--- src/hw/ltssm_defines.svh ---
`ifndef LTSSM_DEFINES_SVH
`define LTSSM_DEFINES_SVH

// Lanes on the link
`define LANE_COUNT 4

// Cycles a waiting substate may spend before the exit to Detect
`define CFG_TIMEOUT_CYCLES 64

// Link number sent in the TS fields
`define LINK_NUM 8'd0

`endif
--- src/hw/lanePkg.sv ---
`include "ltssm_defines.svh"

package lanePkg;

    typedef logic [`LANE_COUNT-1:0] laneMask; // One bit per lane

    // Negotiated width
    typedef enum logic [1:0] {
        WidthNone,
        WidthX1,
        WidthX2,
        WidthX4
    } linkWidth;

endpackage

--- src/hw/ltssmPkg.sv ---
package ltssmPkg;

    // Configuration substates
    typedef enum logic [3:0] {
        Off,
        WidthStart,
        WidthAccept,
        LaneWait,
        LaneAccept,
        Complete,
        IdleWait,
        LinkUp,
        Exit
    } cfgState;

    // Ordered set on the transmit lanes
    typedef enum logic [1:0] {
        OsNone,
        OsTs1,
        OsTs2,
        OsIdle
    } osKind;

endpackage

--- src/hw/laneStatusIf.sv ---
interface laneStatusIf
    import lanePkg::*;
();

    // Sticky since the last substate change
    laneMask ts1Seen;
    laneMask ts2Seen;
    laneMask linkSeen;
    laneMask laneSeen;
    laneMask idleSeen;

    modport tracker (
        output ts1Seen,
        output ts2Seen,
        output linkSeen,
        output laneSeen,
        output idleSeen
    );

    modport ctrl (
        input ts1Seen,
        input ts2Seen,
        input linkSeen,
        input laneSeen,
        input idleSeen
    );

endinterface

--- src/hw/ltssmConfig.sv ---
`include "ltssm_defines.svh"

module ltssmConfig
    import ltssmPkg::*;
    import lanePkg::*;
(
    input  logic       sys_clk,
    input  logic       rst_n,
    input  logic       inConfig,
    input  laneMask    laneDetected,
    input  laneMask    rxTs1,
    input  laneMask    rxTs2,
    input  laneMask    rxLinkOk,
    input  laneMask    rxLaneOk,
    input  laneMask    rxIdle,
    output osKind      txOs,
    output laneMask    txLaneMask,
    output logic [7:0] txLinkNum,
    output linkWidth   linkWidthOut,
    output logic       linkUp,
    output logic       exitDetect,
    output cfgState    cfgStateOut
);

    logic     clearSeen;
    linkWidth resolvedWidth;
    laneMask  resolvedMask;

    laneStatusIf statusIf ();

    cfgLaneTracker uTracker (
        .sys_clk      (sys_clk),
        .rst_n        (rst_n),
        .laneDetected (laneDetected),
        .rxTs1        (rxTs1),
        .rxTs2        (rxTs2),
        .rxLinkOk     (rxLinkOk),
        .rxLaneOk     (rxLaneOk),
        .rxIdle       (rxIdle),
        .clearSeen    (clearSeen),
        .status       (statusIf.tracker)
    );

    cfgWidthResolver uResolver (
        .sys_clk       (sys_clk),
        .rst_n         (rst_n),
        .laneDetected  (laneDetected),
        .rxLinkOk      (rxLinkOk),
        .resolvedWidth (resolvedWidth),
        .resolvedMask  (resolvedMask)
    );

    cfgSubstateCtrl uCtrl (
        .sys_clk       (sys_clk),
        .rst_n         (rst_n),
        .inConfig      (inConfig),
        .laneDetected  (laneDetected),
        .status        (statusIf.ctrl),
        .resolvedWidth (resolvedWidth),
        .resolvedMask  (resolvedMask),
        .clearSeen     (clearSeen),
        .txOs          (txOs),
        .txLaneMask    (txLaneMask),
        .linkWidthOut  (linkWidthOut),
        .linkUp        (linkUp),
        .exitDetect    (exitDetect),
        .cfgStateOut   (cfgStateOut)
    );

    assign txLinkNum = `LINK_NUM; // Fixed link number

endmodule

--- src/hw/cfgSubstateCtrl.sv ---
`include "ltssm_defines.svh"

module cfgSubstateCtrl
    import ltssmPkg::*;
    import lanePkg::*;
(
    input  logic     sys_clk,
    input  logic     rst_n,
    input  logic     inConfig,
    input  laneMask  laneDetected,
    laneStatusIf.ctrl status,
    input  linkWidth resolvedWidth,
    input  laneMask  resolvedMask,
    output logic     clearSeen,
    output osKind    txOs,
    output laneMask  txLaneMask,
    output linkWidth linkWidthOut,
    output logic     linkUp,
    output logic     exitDetect,
    output cfgState  cfgStateOut
);

    localparam int WaitWidth = $clog2(`CFG_TIMEOUT_CYCLES + 1);

    cfgState              state;
    cfgState              stateNext;
    logic [WaitWidth-1:0] waitCnt;
    logic                 timeout;
    logic                 fresh;
    linkWidth             widthQ;
    laneMask              maskQ;

    function automatic logic covers(laneMask seen, laneMask need);
        return (seen & need) == need;
    endfunction

    assign timeout = (waitCnt == WaitWidth'(`CFG_TIMEOUT_CYCLES));
    assign fresh   = !clearSeen; // Seen flags still hold the old substate

    always_comb begin
        stateNext = state;
        if (!inConfig) begin
            stateNext = Off; // Abort from anywhere
        end else begin
            case (state)
                Off: stateNext = WidthStart;
                WidthStart: begin
                    if (timeout) begin
                        stateNext = Exit;
                    end else if (resolvedWidth != WidthNone) begin
                        stateNext = WidthAccept;
                    end
                end
                WidthAccept: stateNext = LaneWait;
                LaneWait: begin
                    if (timeout) begin
                        stateNext = Exit;
                    end else if (fresh && covers(status.laneSeen, maskQ)) begin
                        stateNext = LaneAccept;
                    end
                end
                LaneAccept: stateNext = Complete;
                Complete: begin
                    if (timeout) begin
                        stateNext = Exit;
                    end else if (fresh && covers(status.ts2Seen, maskQ)) begin
                        stateNext = IdleWait;
                    end
                end
                IdleWait: begin
                    if (timeout) begin
                        stateNext = Exit;
                    end else if (fresh && covers(status.idleSeen, maskQ)) begin
                        stateNext = LinkUp;
                    end
                end
                LinkUp:  stateNext = LinkUp;
                Exit:    stateNext = Off;
                default: stateNext = Off;
            endcase
        end
    end

    always_ff @(posedge sys_clk or negedge rst_n) begin
        if (!rst_n) begin
            state     <= Off;
            clearSeen <= 1'b0;
            waitCnt   <= '0;
        end else begin
            state     <= stateNext;
            clearSeen <= (stateNext != state); // High in the new state's first cycle
            if (stateNext != state) begin
                waitCnt <= '0;
            end else if (!timeout) begin
                waitCnt <= waitCnt + 1'b1;
            end
        end
    end

    // Width is frozen on the way into WidthAccept
    always_ff @(posedge sys_clk or negedge rst_n) begin
        if (!rst_n) begin
            widthQ <= WidthNone;
            maskQ  <= '0;
        end else if (state == WidthStart && stateNext == WidthAccept) begin
            widthQ <= resolvedWidth;
            maskQ  <= resolvedMask;
        end
    end

    always_comb begin
        case (state)
            WidthStart: begin
                txOs         = OsTs1;
                txLaneMask   = laneDetected;
                linkWidthOut = WidthNone;
            end
            WidthAccept, LaneWait: begin
                txOs         = OsTs1;
                txLaneMask   = maskQ;
                linkWidthOut = widthQ;
            end
            LaneAccept, Complete: begin
                txOs         = OsTs2;
                txLaneMask   = maskQ;
                linkWidthOut = widthQ;
            end
            IdleWait, LinkUp: begin
                txOs         = OsIdle;
                txLaneMask   = maskQ;
                linkWidthOut = widthQ;
            end
            default: begin // Off and Exit
                txOs         = OsNone;
                txLaneMask   = '0;
                linkWidthOut = WidthNone;
            end
        endcase
    end

    assign linkUp      = (state == LinkUp);
    assign exitDetect  = (state == Exit); // Exit lasts one cycle
    assign cfgStateOut = state;

endmodule

--- src/hw/cfgWidthResolver.sv ---
module cfgWidthResolver
    import lanePkg::*;
(
    input  logic     sys_clk,
    input  logic     rst_n,
    input  laneMask  laneDetected,
    input  laneMask  rxLinkOk,
    output linkWidth resolvedWidth,
    output laneMask  resolvedMask
);

    localparam laneMask MaskX4 = '1;
    localparam laneMask MaskX2 = laneMask'(2'b11);
    localparam laneMask MaskX1 = laneMask'(1'b1);

    laneMask  qualified;
    linkWidth widthNext;
    laneMask  maskNext;

    assign qualified = laneDetected & rxLinkOk;

    // Widest group starting at lane 0
    always_comb begin
        if (&qualified) begin
            widthNext = WidthX4;
            maskNext  = MaskX4;
        end else if ((qualified & MaskX2) == MaskX2) begin
            widthNext = WidthX2;
            maskNext  = MaskX2;
        end else if (qualified[0]) begin
            widthNext = WidthX1;
            maskNext  = MaskX1;
        end else begin
            widthNext = WidthNone;
            maskNext  = '0;
        end
    end

    always_ff @(posedge sys_clk or negedge rst_n) begin
        if (!rst_n) begin
            resolvedWidth <= WidthNone;
            resolvedMask  <= '0;
        end else begin
            resolvedWidth <= widthNext;
            resolvedMask  <= maskNext;
        end
    end

endmodule

--- src/hw/cfgLaneTracker.sv ---
module cfgLaneTracker
    import lanePkg::*;
(
    input  logic    sys_clk,
    input  logic    rst_n,
    input  laneMask laneDetected,
    input  laneMask rxTs1,
    input  laneMask rxTs2,
    input  laneMask rxLinkOk,
    input  laneMask rxLaneOk,
    input  laneMask rxIdle,
    input  logic    clearSeen,
    laneStatusIf.tracker status
);

    laneMask ts1Q;
    laneMask ts2Q;
    laneMask linkQ;
    laneMask laneQ;
    laneMask idleQ;

    // Undetected lanes never count
    laneMask ts1Hit;
    laneMask ts2Hit;
    laneMask linkHit;
    laneMask laneHit;
    laneMask idleHit;

    assign ts1Hit  = rxTs1 & laneDetected;
    assign ts2Hit  = rxTs2 & laneDetected;
    assign linkHit = rxLinkOk & laneDetected;
    assign laneHit = rxLaneOk & laneDetected;
    assign idleHit = rxIdle & laneDetected;

    always_ff @(posedge sys_clk or negedge rst_n) begin
        if (!rst_n) begin
            ts1Q  <= '0;
            ts2Q  <= '0;
            linkQ <= '0;
            laneQ <= '0;
            idleQ <= '0;
        end else if (clearSeen) begin // Clear beats a same-cycle hit
            ts1Q  <= '0;
            ts2Q  <= '0;
            linkQ <= '0;
            laneQ <= '0;
            idleQ <= '0;
        end else begin
            ts1Q  <= ts1Q | ts1Hit;
            ts2Q  <= ts2Q | ts2Hit;
            linkQ <= linkQ | linkHit;
            laneQ <= laneQ | laneHit;
            idleQ <= idleQ | idleHit;
        end
    end

    assign status.ts1Seen  = ts1Q;
    assign status.ts2Seen  = ts2Q;
    assign status.linkSeen = linkQ;
    assign status.laneSeen = laneQ;
    assign status.idleSeen = idleQ;

endmodule

--- config.mk ---
export PLATFORM = sky130hd
export DESIGN_NAME = ltssmConfig
export DESIGN_NICKNAME = d
export VERILOG_FILES = /design/src/hw/lanePkg.sv /design/src/hw/ltssmPkg.sv /design/src/hw/laneStatusIf.sv /design/src/hw/ltssmConfig.sv /design/src/hw/cfgSubstateCtrl.sv /design/src/hw/cfgWidthResolver.sv /design/src/hw/cfgLaneTracker.sv
export VERILOG_INCLUDE_DIRS = /design/src /design/src/hw
export SDC_FILE = /design/constraint.sdc
export NUM_CORES = 1
export LEC_CHECK = 0
export BUFFER_PORTS_ARGS = -buffer_cell sky130_fd_sc_hd__buf_2
export CAP_MARGIN = 20
export CORE_MARGIN = 2
export CORE_UTILIZATION = 47
export CTS_CLUSTER_SIZE = 16
export DETAILED_ROUTE_END_ITERATION = 10
export HOLD_SLACK_MARGIN = 0.08
export PLACE_DENSITY = 0.76
export SETUP_SLACK_MARGIN = 0.15
export SLEW_MARGIN = 20
export SYNTH_ARGS = -nofsm -noshare
export SYNTH_HDL_FRONTEND = slang
export SYNTH_SLANG_ARGS = --single-unit
--- constraint.sdc ---
create_clock -name sys_clk -period 2.2 [get_ports sys_clk]
set_clock_uncertainty 0.2 [all_clocks]
set_input_delay 0.33 -clock sys_clk [delete_from_list [all_inputs] [get_ports sys_clk]]
set_output_delay 0.33 -clock sys_clk [all_outputs]
set_load 0.02 [all_outputs]
==> impl_results.md <==
* Number of flops mapped to enable cells by yosys at 0
* Final setup margin at -0.0705 ns
* Starting Density at 0.489
* Synthesis-to-layout area growth at 37.5%
* Core ar. at approximately 3700 um2
* Main synth FF type: dfrtp_1
* Pin count of the biggest net entering global routing at 33
* Worst setup SP type: flip-flop
* Outcome: finished with violations
* Asr flop ratio synth at 1.00
* Crit path max fanout at 8
* Vias at 1631
* Sequential area share after synthesis at 0.448
* Max Cap Violations at 0
* Worst slew margin at 0.543
* Number of DRC markers in iteration 0 at ~110
* Clock latency on the worst-skew pair at 0.28 ns
* Clock Path Buffers at 2
* Final period util at 1.03
* Failing checks: negative setup slack
* RSZ-0062 raised after global routing: true
* Power per cell area at about 650 nW/um2
* Slowest stage delay, CP at between 0.4 and 0.5 ns
* Post-layout minimum cycle time at approximately 2.3 ns
* Diodes inserted at 0
* Post-DRT Antenna Nets at 0
* Hold WC Path Type: primary input to flip-flop
* Initial antenna violation count at 0
* Sequential Area at 803 um2
* Arrival time at the worst endpoint at about 2.2 ns
* All-Layer GR Usage at 0.213
* FMAX at between 400 and 500 MHz
* Worst-margin pin slew at around 0.69 ns
* CTS H-tree lvls at 2
* Critical path's slowest cell: or4_1
* Fill cells at 287
* Die height at roughly 66 um
* Routability cong. at 0.957
* Post-detail-place hpwl at 2960 um
* Non-Filler Instances at ~300
* Post-Synthesis Cells at 187
* Clk pin slew, worst setup/hold paths at 0.06 ns
* Worst EP required at 2.16 ns
* Leak at approximately 1.1 nW
* CP Class: flip-flop to flip-flop
* CTS tree: built
* Fin. Hold Viols at 0
* Footprint of the multi-input gates at roughly 1000 um2
* Die ar. at roughly 4300 um2
* Final setup viols at 8
* NumNets Final at ~280
* VDD IR-drop max at 309 uV
* Num rows at 22
* GRT overflow at 0
* Detail-routed net length per standard cell at approximately 15 um
* Io pins at 49
* Synth cell types at 51
* DRT Wirelength at 4470 um
* Seq cells post-synth at 32
* Final slew viol count at 0
* DP Cell Count at about 280
* Number of CTS-inserted buffers at 5
* Layout cells sized above 1 at 0.455
* DIE WIDTH at about 66 um
* Mapped cell area at between 1500 and 2000 um2
* Number of global-route vias before repair at around 1500
* Syn Area/Cell at ~9.6 um2
* Drt via density at between 5 and 6
* First drt pass iteration count at 4
* Crit end category: flip-flop
* CTS sink count at 32
* Final setup TNS at -0.480 ns
* DR DRC count at 0
* Port Buf Inserts at 36
* Worst path cell trace: a21boi_1 > or4_4 > or4_1 > o211a_2 > o2111ai_4 > nor2_2
* First-pass GRT wire length at between 6000 and 7000 um
* YS warnings at 0
* Root Driver: clkbuf_8
==> flip-flops by register name (all words and copies together) (netlist names) <==
name                      flops
uCtrl.waitCnt                 7
uCtrl.cfgStateOut             4
uTracker.status.idleSeen      4
uTracker.status.laneSeen      4
uTracker.status.ts2Seen       4
uCtrl.maskQ                   3
uResolver.resolvedMask        3
uCtrl.clearSeen               1
uCtrl.widthQ                  1
uResolver.resolvedWidth       1
==> area by class of cell <==
cell class / instances / area share
multi-input cells: 142 / 0.426
well taps: 48 / 0.0244
inverters: 7 / 0.0107
clock inverters: 1 / 0.00203
repair buffers: 65 / 0.181
clock buffers: 6 / 0.0295
flip-flops and latches: 32 / 0.327
==> metrics by stage <==
step	power, W	hold slack (ns)	setup WS, ns	area, um2	util
2_1_floorplan	0.000958	-0.166	0.0188	1850	-
3_3_place_gp	0.00108	0.206	-0.0576	2130	0.582
3_5_place_dp	0.00109	0.209	-0.104	2130	0.582
4_1_cts	0.00155	0.0826	-0.0231	2310	0.630
5_1_grt	0.00168	0.0918	-0.0990	2460	0.672
6_report	0.00160	0.0851	-0.0705	2460	0.672
==> cell families (layout without fill, tap and decap cells) <==
kind of cell	after synthesis	in the layout	share of synthesized area
buffers and inverters	20	79	0.0643
adder cells (fa/ha/maj)	2	2	0.0140
XOR/XNOR	8	8	0.0392
AND/OR/NAND/NOR	79	79	0.242
flip-flops	32	32	0.448
multiplexers	4	4	0.0252
AO/OA/AOI/OAI	41	41	0.166
other	1	8	0.00210
==> critical path, delay by kind of cell (launching register included) <==
| family | cells | cell delay (ns) |
|---|---|---|
| and+or+nand+nor | 3 | 0.98 |
| AOI/OAI and AO/OA | 3 | 0.50 |
| DFF | 1 | 0.46 |
==> layout by cell type, fill, tap and decap left out, types with 3 or more instances in the layout <==
master	count
a21oi_1	15
a21oi_2	3
and3_1	3
buf_2	31
buf_4	24
buf_6	8
clkbuf_8	5
conb_1	8
dfrtp_1	30
inv_1	5
mux2_4	3
nand2_1	14
nand3_1	4
nand3_2	3
nor2_1	22
nor2_2	7
nor2_4	3
nor2b_1	4
o21ai_0	5
xnor2_1	5
==> synth_stat cells, drive strengths merged, types with 5 or more instances <==
master	instances	share of area
inv	7	0.015
xnor2	6	0.029
nor2	32	0.077
a21oi	18	0.050
dfrtp	32	0.45
nand2	14	0.029
buf	12	0.048
nor2b	7	0.030
nand3	7	0.020
o21ai	5	0.014
==> per-layer routing <==
metal / track usage / vias up / part of all wire
li1: - / 773 / -
met1: 0.264 / 800 / 0.42
met2: 0.347 / 46 / 0.51
met3: 0.0548 / 12 / 0.042
met4: 0.0938 / 0 / 0.026
met5: 0 / - / 0
==> worst paths after layout <==
path,from,depth (start not counted),slack [ns],endpoint
max in group asynchronous,rst_n,2,0.88,uCtrl.cfgStateOut[2]
max,uCtrl.maskQ[2],6,-0.07,uCtrl.waitCnt[1]
min reg2reg,uResolver.resolvedMask[0],1,0.28,uCtrl.maskQ[0]
max reg2reg,uCtrl.maskQ[2],6,-0.07,uCtrl.waitCnt[1]
min,rxLaneOk[2],3,0.09,uTracker.status.laneSeen[2]
min in group asynchronous,rst_n,2,0.43,uTracker.status.ts2Seen[3]
==> report_power, final <==
group	leakage [nW]	switching, W	internal [W]
registers	0.428	0.0000448	0.000641
clock network	0.0410	0.000204	0.000214
logic	0.662	0.000259	0.000236
total	1.13	0.000508	0.00109
==> what timing repair did <==
item,4_1_cts,5_1_grt
setup buffers,5,5
endpoints found under the setup margin,17,18
endpoints found under the hold margin,33,0
gates cloned,0,0
gates resized for setup,12,27
pin swaps,5,11
hold buffers,2,0
(Power assumes the default switching activity.)
